<file path="src/scan_csr_pkg.sv">
/*
 * Register map of the scan doubler Wishbone slave.
 * Word addresses, field positions and reset value of the
 * control register, plus the bus vector types.
 */
package scan_csr_pkg;

    // word addressed
    localparam int wb_addr_w = 4;

    typedef logic [31:0]          wb_data_t;
    typedef logic [wb_addr_w-1:0] wb_addr_t;

    // control register, sl_mode and hz_mode
    localparam wb_addr_t csr_ctrl_addr = 4'd0;
    // measured line length, read only
    localparam wb_addr_t csr_hlen_addr = 4'd1;

    // field positions inside the control word
    localparam int ctrl_sl_lsb = 0;
    localparam int ctrl_hz_lsb = 2;

    // both modes off
    localparam wb_data_t ctrl_reset_value = 32'd0;

endpackage

</file>
<file path="src/video_pkg.sv">
/*
 * Video path definitions for the scan doubler.
 * Pixel and colour widths, line buffer addressing and the two
 * display mode encodings written by the CSR block.
 * Import inside a module body; use scoped names in port lists.
 */
package video_pkg;

    // bits per colour channel
    localparam int color_w = 4;
    // red, green, blue
    localparam int color_n = 3;
    // red in the top bits, blue in the bottom bits
    localparam int pixel_w = color_n * color_w;
    // one line holds up to 512 pixels
    localparam int line_aw = 9;

    typedef logic [color_w-1:0] color_t;
    typedef logic [pixel_w-1:0] pixel_t;
    // pixel position, also used for the measured line length
    typedef logic [line_aw-1:0] line_addr_t;

    // dimming applied to the second copy of each line
    typedef enum logic [1:0] {
        sl_off   = 2'd0,
        sl_dim2  = 2'd1,
        sl_dim4  = 2'd2,
        sl_black = 2'd3
    } sl_mode_e;

    // horizontal treatment, code 3 acts like hz_off
    typedef enum logic [1:0] {
        hz_off   = 2'd0,
        hz_blend = 2'd1,
        hz_blank = 2'd2
    } hz_mode_e;

endpackage

</file>
<file path="src/scan_csr.sv">
/*
 * Wishbone classic slave for the scan doubler.
 * Holds the scan line and blend modes and returns the measured
 * line length. Each request is acknowledged one cycle later.
 */
`timescale 1ns/100ps

module scan_csr (
    input  logic                   clk,
    input  logic                   rst_n,
    input  logic                   wb_cyc,
    input  logic                   wb_stb,
    input  logic                   wb_we,
    input  scan_csr_pkg::wb_addr_t wb_adr,
    input  scan_csr_pkg::wb_data_t wb_dat_w,
    input  logic [3:0]             wb_sel,
    output scan_csr_pkg::wb_data_t wb_dat_r,
    output logic                   wb_ack,
    input  video_pkg::line_addr_t  line_len,
    output video_pkg::sl_mode_e    sl_mode,
    output video_pkg::hz_mode_e    hz_mode
);

    import video_pkg::*;
    import scan_csr_pkg::*;

    // new request, not the cycle that acks the last one
    logic     req;
    logic     ctrl_wr;
    wb_data_t rd_word;

    assign req     = wb_cyc & wb_stb & ~wb_ack;
    // only byte lane 0 holds control bits
    assign ctrl_wr = req & wb_we & wb_sel[0] & (wb_adr == csr_ctrl_addr);

    // read mux, unmapped words are zero
    always_comb begin
        rd_word = '0;
        case (wb_adr)
            csr_ctrl_addr: begin
                rd_word[ctrl_sl_lsb +: 2] = sl_mode;
                rd_word[ctrl_hz_lsb +: 2] = hz_mode;
            end
            csr_hlen_addr: rd_word[line_aw-1:0] = line_len;
            default: rd_word = '0;
        endcase
    end

    always_ff @(posedge clk or negedge rst_n) begin
        if (!rst_n) begin
            wb_ack  <= 1'b0;
            sl_mode <= sl_mode_e'(ctrl_reset_value[ctrl_sl_lsb +: 2]);
            hz_mode <= hz_mode_e'(ctrl_reset_value[ctrl_hz_lsb +: 2]);
        end else begin
            // one cycle pulse, drops even with stb held
            wb_ack <= req;
            if (ctrl_wr) begin
                sl_mode <= sl_mode_e'(wb_dat_w[ctrl_sl_lsb +: 2]);
                hz_mode <= hz_mode_e'(wb_dat_w[ctrl_hz_lsb +: 2]);
            end
        end
    end

    // read data lines up with the ack
    always_ff @(posedge clk) begin
        if (req) begin
            wb_dat_r <= rd_word;
        end
    end

endmodule

</file>
<file path="config.mk">
export PLATFORM = sky130hd
export DESIGN_NAME = scan_csr
export DESIGN_NICKNAME = d
export VERILOG_FILES = /design/src/scan_csr_pkg.sv /design/src/video_pkg.sv /design/src/scan_csr.sv
export SDC_FILE = /design/constraint.sdc
export NUM_CORES = 1
export LEC_CHECK = 0
export ABC_CLOCK_PERIOD_IN_PS = 1370
export BUFFER_PORTS_ARGS = -buffer_cell sky130_fd_sc_hd__buf_2
export CAP_MARGIN = 25
export CELL_PAD_IN_SITES_DETAIL_PLACEMENT = 1
export CELL_PAD_IN_SITES_GLOBAL_PLACEMENT = 1
export CORE_ASPECT_RATIO = 1.75
export CORE_MARGIN = 5
export CORE_UTILIZATION = 19
export CTS_BUF_LIST = sky130_fd_sc_hd__clkbuf_16
export DETAILED_ROUTE_END_ITERATION = 10
export PLACE_DENSITY_LB_ADDON = 0.12
export SETUP_SLACK_MARGIN = 0.5
export SLEW_MARGIN = 20
export SYNTH_ARGS = -nofsm -noshare
export SYNTH_HDL_FRONTEND = slang
export SYNTH_SLANG_ARGS = --single-unit
</file>
<file path="constraint.sdc">
create_clock -name clk -period 1.37 [get_ports clk]
set_input_delay 0.274 -clock clk [delete_from_list [all_inputs] [get_ports clk]]
set_output_delay 0.274 -clock clk [all_outputs]
set_load 0.01 [all_outputs]
</file>
==> impl_results.md, run 1 <==
- Syn Inst Count: 55
- Ant diodes: 0
- Synthesized area: 739 sq um
- Share of cells above drive strength 1: 57.4%
- DRT antenna net count: 0
- Grt ovf: 0
- Setup slack after layout: between 0.07 and 0.08 ns
- Cell Pwr Density: 1040 mW/mm^2
- R2r setup slk: just over 0.07 ns
- Pwr Total: around 1.2 mW
- Worst reg-to-reg path cell count: 3
- Number of buffers created by CTS: 3
- # H-tree levels: 1
- Pre-CTS setup slack: -0.141 ns
- Final setup fails: 0
- Die X-Extent: roughly 57 um
- Met1 Use GR: between 6 and 7%
- Row Count: 30
- CP startpoint kind: flip-flop
- Hold endpoint: sl_mode[0]
- DRC Markers: 0
- Max Cap Viol: 0
- Synth warn: 0
- Fmax: 771 MHz
- Hold slack: 0.266 ns
- PortBufs: 36
- Area post-placement: approximately 950 sq um
- First-pass GRT wire length: 2940 um
- Worst-path maximum fanout: 4
- IO Count: 91
- FF-to-FF End: hz_mode[0]
- Via-per-instance ratio: 3.48
- Fin area: approximately 0.0011 sq mm
- Gr usage total: 7.20%
- Clock-pin slew on the worst setup and hold paths: 0.04 ns
- EDFF count, synth: 9
- Worst Skew: 0.00186 ns
- RSZ-0062 raised after global routing: true
- Via count: 543
- VDD IR-drop max: 505 uV
- Most frequent cell after synthesis: buf_4
- Vias in the first global route: 638
- Post-layout minimum cycle time: 1.30 ns
- Nets: about 160
- Hold Violations, Final: 0
- Area growth, synth to finish: 53.6%
- Synth top area cells: edfxtp_1 37%, buf_4 23%, dfrtp_1 17%
- Status: complete, no violations
- Share of the clock period used by the worst path: 94.7%
- Final non-filler cell total: 156
- Synth top cells by count: 23 x buf_4, 9 x edfxtp_1, 5 x and2_1, 5 x dfrtp_1
- Starting DRT DRC Count: 5
- Post-placement cell count: ~140
- Area of the multi-input gates: roughly 280 sq um
- Die Span Y: 92.5 um
- Global Route met3 Usage: 1.67%
- Final Util: between 20% and 30%
- Cell variety after synth: 11
- Post-synthesis register bit count: 14
- WP data arrival: 1.42 ns
- First-pass iteration count of the detailed router: 3
- Req. time, crit path: about 1.5 ns
- CORE AREA: between 0.003 and 0.004 sq mm
- WS Path Type: reg -> reg
- FF-to-FF Start: wb_ack
- Avg Inst Size Synth: 13.4 sq um
- LEAKAGE: 0.584 nW
- Hold path start: wb_dat_w[0]
- Met2 global-route usage: around 14%
- Critical path endpoint category: flip-flop
- TritonCTS clock tree: built
- Register area share after synthesis: 53.5%
- Async SR Flop Fraction: 35.7%
- Yosys top cell area share: 36.5%
- CTS root buffer: clkbuf_16
- Final setup TNS: 0 ns
- CTS Buffer Depth: 2
- Hold/Removal Path Class: in -> reg
- GP Congestion: approximately 0.66
- Hold Path Depth: 2
- Grt peak-use layer: met2
- Post-Route WL: 1860 um
- Post-DR wirelength/cell: approximately 12 um
- Clock sink total: 14
- DIE AREA: ~0.0053 sq mm
- Largest net degree at the start of global routing: 9
- Final slew viol count: 0
- Top FF cell, synth: edfxtp_1
- Worst skew pair latency: 0.24 ns
- Reg area: 395 sq um
- Area leader, netlist: edfxtp_1
- Post-DP HPWL: 1520 um
- Initial antenna violation count: 0
- # fillers: 465
- Starting Density: 19.3%
## power breakdown
| group | switching, mW | total, mW | internal (mW) |
|---|---|---|---|
| Clock | 0.148 | 0.533 | 0.384 |
| Sequential | 0.00749 | 0.477 | 0.469 |
| Combinational | 0.0866 | 0.174 | 0.0870 |
| Total | 0.243 | 1.18 | 0.940 |
## logic make-up (layout without fill, tap and decap cells)
| logic type | after synthesis | count (layout) | synth area share [%] |
|---|---|---|---|
| AO/OA/AOI/OAI | 4 | 4 | 4.74 |
| buffers and inverters | 23 | 54 | 23.4 |
| flip-flops | 14 | 14 | 53.5 |
| multiplexers | 4 | 4 | 6.09 |
| other | 1 | 23 | 0.507 |
| AND/OR/NAND/NOR | 9 | 9 | 11.8 |
## worst max-delay path by stage
stage	start	endpoint	slack, ns
2_1_floorplan	wb_ack	hz_mode[0]	-0.08
3_3_place_gp	wb_adr[1]	hz_mode[1]	-0.13
3_5_place_dp	wb_adr[1]	hz_mode[0]	-0.14
4_1_cts	wb_ack	hz_mode[0]	0.06
5_1_grt	wb_ack	hz_mode[1]	0.02
6_report	wb_ack	hz_mode[0]	0.07
## registers in the layout, summed over array words and instances, names as in the netlist
| signal | cells |
|---|---|
| sl_mode | 2 |
| wb_ack | 1 |
| hz_mode | 2 |
| wb_dat_r | 9 |
## repair_timing
item	CTS	global route
endpoints found under the hold margin	5	0
pin swaps	7	4
cloned	2	0
hold buffers	1	0
setup endpoints to repair	37	37
setup buffers	6	0
gates resized for setup	6	6
## cells in the final DEF (no fill, tap or decap)
cell type	n
buf_2	36
conb_1	23
edfxtp_1	9
buf_6	6
buf_4	6
dfrtp_1	5
a22o_1	4
mux2_4	4
and2_1	3
clkbuf_16	3
and2_4	2
nor4_4	1
nor4b_4	1
and3b_2	1
and4_4	1
clkinv_1	1
dlygate4sd3_1	1
buf_8	1
## layout make-up
| type | instances | share of cell area (%) |
|---|---|---|
| Multi-Input combinational cell | 40 | 25.0 |
| Sequential cell | 14 | 34.8 |
| Clock buffer | 3 | 6.61 |
| Timing Repair Buffer | 50 | 28.0 |
| Clock inverter | 1 | 0.330 |
| Tap cell | 48 | 5.29 |
## routing by layer
| metal | wire, um | part of all wire, % |
|---|---|---|
| met4 | 29 | 1.6 |
| met1 | 584 | 31 |
| met5 | 0 | 0 |
| met2 | 1110 | 60 |
| met3 | 135 | 7.3 |
## worst max-delay path, cell delays in order (launching register included)
cell	delay, ns
dfrtp_1	0.37
and3b_2	0.25
and4_4	0.26
mux2_4	0.31
Power figures use the tool's default switching activity.
==> run 2: changes to the inputs <==
==> constraint.sdc (replaced) <==
create_clock -name clk -period 1.37 [get_ports clk]
set_input_delay 0 -clock clk [delete_from_list [all_inputs] [get_ports clk]]
set_output_delay 0 -clock clk [all_outputs]
set_load 0.01 [all_outputs]
==> run 2 against run 1 <==
Net effect: final area down 4.7%; combinational power down 14%; power down 1.5%; global-route usage up 0.31 points; setup slack worse by 0.0056 ns; routed wire length down 2.3%; die area unchanged; clock skew down 0.00084 ns; final cell count down 2.6%; core utilization down 1.4 points; largest cell class unchanged; largest power group unchanged.
==> impl_results.md, run 2 (synthesis results as in run 1) <==
- Hold slack: 0.0390 ns
- Hold Violations, Final: 0
- Crit-path max cell delay: 0.36 ns
- First-pass GRT wire length: 2960 um
- Seq pwr share: between 40% and 50%
- RSZ-0062 raised after global routing: true
- VDD IR-drop max: 386 uV
- Initial antenna violation count: 0
- Number of buffers created by CTS: 3
- Die X-Extent: 57.2 um
- TritonCTS clock tree: built
- Worst Skew: slightly above 0.001 ns
- Vias in the first global route: 590
- CORE AREA: 0.00383 sq mm
- Grt ovf: 0
- Pint: 924 uW
- Ant diodes: 0
- LEAKAGE: approximately 0.55 nW
- Most frequent cells in the layout: 35 x buf_2, 23 x conb_1, 9 x edfxtp_1
- Sw power: 241 uW
- FF-to-FF End: hz_mode[0]
- Clock-pin slew on the worst setup and hold paths: 0.04 ns
- Worst skew pair latency: 0.24 ns
- DRT antenna net count: 0
- Row Count: 30
- # fillers: between 400 and 500
- Reg area: approximately 400 sq um
- CP startpoint kind: flip-flop
- Final non-filler cell total: 152
- Fmax: 767 MHz
- # H-tree levels: 1
- CTS Buffer Depth: 2
- DIE AREA: 0.00529 sq mm
- Via-per-instance ratio: 3.49
- Clock power frac: 46.1%
- Gr usage total: approximately 7.5%
- WP data arrival: 1.43 ns
- Largest delay contributor family on the critical path: simple AND/OR/NAND/NOR gates
- Starting DRT DRC Count: 7
- IO Count: 91
- Crit path cell chain: and3b_2 -> and4_4 -> mux2_4
- FF-to-FF Start: wb_ack
- Largest net degree at the start of global routing: 11
- Biggest register: wb_dat_r
- Sw Ratio: about a fifth
- Area growth, synth to finish: 46.4%
- Status: complete, no violations
- Pre-CTS setup slack: 0.0547 ns
- R2r setup slk: 0.07 ns
- Final setup fails: 0
- Most common cell after layout, fill and taps aside: buf_2
- DRC Markers: 0
- Setup slack after layout: 0.0670 ns
- Worst reg-to-reg path cell count: 3
- Final slew viol count: 0
- WS Path Type: reg -> reg
- Area of the multi-input gates: 270 sq um
- Worst-path maximum fanout: 4
- Cell Pwr Density: approximately 1100 mW/mm^2
- Clock sink total: 14
- Critical path's slowest cell: dfrtp_1
- Max FFs per register: 9
- Via count: 530
- Hold path start: line_len[8]
- PortBufs: 36
- First-pass iteration count of the detailed router: 2
- Post-placement cell count: approximately 140
- Post-layout minimum cycle time: 1.30 ns
- Final Util: between 20 and 30%
- CP bufs+invs: 0
- Die Span Y: 92.5 um
- Share of the clock period used by the worst path: 95.1%
- CTS root buffer: clkbuf_16
- Hold/Removal Path Class: in -> reg
- Share of cells above drive strength 1: 50.0%
- Comb pwr share: 12.8%
- Starting Density: approximately a fifth
- Hold Path Depth: 2
- Max Cap Viol: 0
- Post-Route WL: 1820 um
- Critical path endpoint category: flip-flop
- Req. time, crit path: 1.49 ns
- Largest registers: wb_dat_r x9, hz_mode x2, sl_mode x2
- GP Congestion: 0.651
- Final setup TNS: 0 ns
- Post-DR wirelength/cell: 12.0 um
- Nets: 159
- Hold endpoint: wb_dat_r[8]
-- run 2: changes by cell type in the layout (fill, tap and decap cells not counted), sizes merged --
| cell | change |
|---|---|
| dlygate4sd3 | +4 |
| clkinv | -1 |
| buf | -8 |
| inv | +1 |
-- run 2: stage by stage --
| stage | area (sq um) | total power, mW |
|---|---|---|
| 2_1_floorplan | 838 | 0.596 |
| 3_3_place_gp | 928 | 0.614 |
| 3_5_place_dp | 928 | 0.617 |
| 4_1_cts | 1060 | 1.18 |
| 5_1_grt | 1080 | 1.23 |
| 6_report | 1080 | 1.17 |
-- run 2: cell type report --
class / instances / share of cell area, %
clock buffers: 3 / 6.94
clock inverters: 1 / 0.347
multi-input cells: 40 / 25.0
flip-flops and latches: 14 / 36.5
well taps: 48 / 5.55
repair buffers: 46 / 25.7
-- run 2: layer usage --
metal / part of all wire (%) / GRT usage (%) / routed length, um
met1: 34 / 7.80 / 610
met2: 53 / 13.3 / 973
met3: 11 / 2.09 / 204
met4: 1.7 / 4.06 / 31
met5: 0 / 0 / 0
-- run 2: power groups by stage --
stage	clock (mW)	sequential [mW]	combinational (mW)
detailed placement	0	0.486	0.130
global placement	0	0.486	0.128
global route	0.578	0.481	0.166
finish	0.538	0.479	0.149
CTS	0.561	0.479	0.144
floorplan	0	0.493	0.103
-- run 2: worst max path at each step --
| stage | start | end | slack [ns] | cells past startpoint |
|---|---|---|---|---|
| 3_5_place_dp | wb_ack | hz_mode[0] | 0.05 | 3 |
| 6_report | wb_ack | hz_mode[0] | 0.07 | 3 |
| 5_1_grt | wb_ack | hz_mode[0] | 0.03 | 3 |
| 4_1_cts | wb_ack | hz_mode[0] | 0.05 | 3 |
| 3_3_place_gp | wb_ack | sl_mode[0] | 0.04 | 3 |
| 2_1_floorplan | wb_ack | hz_mode[0] | -0.08 | 3 |
-- run 2: timing repair --
action                     4_1_cts  5_1_grt
gates resized for setup          0        2
gates cloned                     0        0
hold buffers                     5        0
setup endpoints to repair       15       18
buffers inserted                 1        1
hold endpoints to repair         9        0
==> run 3: changes to the inputs <==
Settings changed: SETUP_SLACK_MARGIN 0.5 to 0.2.
==> run 3 against run 2 <==
Net effect: setup slack worse by 0.0022 ns; sequential share of layout area is 0.34 points higher; non-clock buffer count stayed put; final cell count stayed put; worst hold slack stayed put; routed wire length is 0.22% lower; largest cell class unchanged; highest routed layer unchanged.
==> impl_results.md, run 3 (synthesis results as in run 1) <==
- Die Span Y: 92.5 um
- Metal2 WL: a little under 1000 um
- CTS root buffer: clkbuf_16
- R2r setup slk: around 0.065 ns
- IO Count: 91
- FF-to-FF End: hz_mode[0]
- First-pass GRT wire length: 2960 um
- Clock-pin slew on the worst setup and hold paths: ~0.04 ns
- # fillers: 463
- Post-layout minimum cycle time: about 1.3 ns
- DRT antenna net count: 0
- Largest net degree at the start of global routing: 11
- Die X-Extent: 57.2 um
- Critical path's slowest cell: dfrtp_1
- Req. time, crit path: approximately 1.5 ns
- CTS Buffer Depth: 2
- Setup slack after layout: 0.0648 ns
- DIE AREA: 0.00529 sq mm
- Max Cap Viol: 0
- CP startpoint kind: flip-flop
- Comb pwr share: around an eighth
- Sw Ratio: 20.7%
- PortBufs: 36
- Biggest register: wb_dat_r
- Post-placement cell count: 141
- WP data arrival: 1.43 ns
- Starting DRT DRC Count: 8
- Largest delay contributor family on the critical path: simple AND/OR/NAND/NOR gates
- Hold Violations, Final: 0
- Ant diodes: 0
- Post-CTS resize count: 0
- Number of buffers created by CTS: 3
- Nets: 159
- LEAKAGE: 0.545 nW
- Final slew viol count: 0
- Final setup fails: 0
- Met1 Wirelength: 607 um
- CP bufs+invs: 0
- Area post-placement: 928 sq um
- Via-per-instance ratio: 3.47
- Initial antenna violation count: 0
- Max FFs per register: 9
- First-pass iteration count of the detailed router: 2
- # H-tree levels: 1
- Seq pwr share: between 40 and 50%
- Worst-path maximum fanout: 4
- Row Count: 30
- WS Path Type: reg -> reg
- Most common cell after layout, fill and taps aside: buf_2
- Critical path endpoint category: flip-flop
- Fin area: around 0.0011 sq mm
- Hold/Removal Path Class: in -> reg
- Hold endpoint: wb_dat_r[8]
- FF-to-FF Start: wb_ack
- Crit path cell chain: and3b_2 -> and4_4 -> mux2_4
- Share of cells above drive strength 1: 50.0%
- Clock sink total: 14
- Hold path start: line_len[8]
- Hold Path Depth: 2
- Largest registers: wb_dat_r x9, hz_mode x2, sl_mode x2
- TritonCTS clock tree: built
- Crit-path max cell delay: 0.36 ns
- Fmax: 766 MHz
- Gr usage total: 7.51%
- Via count: 528
- Grt ovf: 0
- Pint: 922 uW
- Worst Skew: 0.00103 ns
- Hold slack: 0.0390 ns
- Clock power frac: 46.3%
- Cell Pwr Density: 1080 mW/mm^2
- DR WL met3: around 200 um
- Vias in the first global route: 592
- Sw power: 241 uW
- CORE AREA: around 0.0038 sq mm
- VDD IR-drop max: a little under 400 uV
- GP Congestion: 0.651
- Final non-filler cell total: roughly 150
- RSZ-0062 raised after global routing: true
- Worst skew pair latency: 0.24 ns
- Most frequent cells in the layout: 36 x buf_2, 23 x conb_1, 9 x edfxtp_1
- Post-DR wirelength/cell: 11.9 um
- Area growth, synth to finish: 45.0%
- Pre-CTS setup slack: 0.0547 ns
- Worst reg-to-reg path cell count: 3
- Post-Route WL: 1820 um
- Status: complete, no violations
- Pwr Total: between 1 and 1.5 mW
- Share of the clock period used by the worst path: 95.3%
- Highest routed layer: met4
- Starting Density: between 10% and 20%
- DRC Markers: 0
-- run 3: changes by cell type in the layout (fill, tap and decap cells not counted) --
cell   previous run  this run
buf_4             4         5
buf_6             2         0
buf_2            35        36
-- run 3: layer usage --
layer	track usage, %	up-vias
met5	0	-
met4	4.06	0
met3	2.09	4
met2	13.3	40
met1	7.80	240
li1	-	244
-- run 3: layout make-up --
class | instances | area (sq um) | area share, %
clock buffer | 3 | 75.1 | 7.00
timing repair buffer | 46 | 268 | 25.0
clock inverter | 1 | 3.75 | 0.350
sequential | 14 | 395 | 36.9
multi-input combinational | 40 | 270 | 25.2
tap | 48 | 60.1 | 5.60
-- run 3: how the worst max path moves through the flow --
stage / cells after the start / endpoint / from / slack [ns]
after CTS: 3 / hz_mode[0] / wb_ack / 0.05
after detailed placement: 3 / hz_mode[0] / wb_ack / 0.05
after global routing: 3 / hz_mode[0] / wb_ack / 0.03
final: 3 / hz_mode[0] / wb_ack / 0.06
after floorplan: 3 / hz_mode[0] / wb_ack / -0.08
after global placement: 3 / sl_mode[0] / wb_ack / 0.04
-- run 3: repair_timing --
item | CTS | global route
endpoints found under the setup margin | 4 | 4
hold buffers | 5 | 0
buffers inserted | 1 | 1
endpoints found under the hold margin | 9 | 0
-- run 3: stage by stage --
step	util (%)	TNS [ns]
after floorplan	-	-0.323
after global placement	24.2	0
after detailed placement	24.2	0
after CTS	27.8	0
after global routing	28.0	0
final	28.0	0
-- run 3: power groups by stage --
stage | clock network, mW | logic, mW | registers (mW)
final | 0.538 | 0.146 | 0.479
after global placement | 0 | 0.128 | 0.486
after global routing | 0.578 | 0.162 | 0.481
after floorplan | 0 | 0.103 | 0.493
after CTS | 0.561 | 0.144 | 0.479
after detailed placement | 0 | 0.130 | 0.486
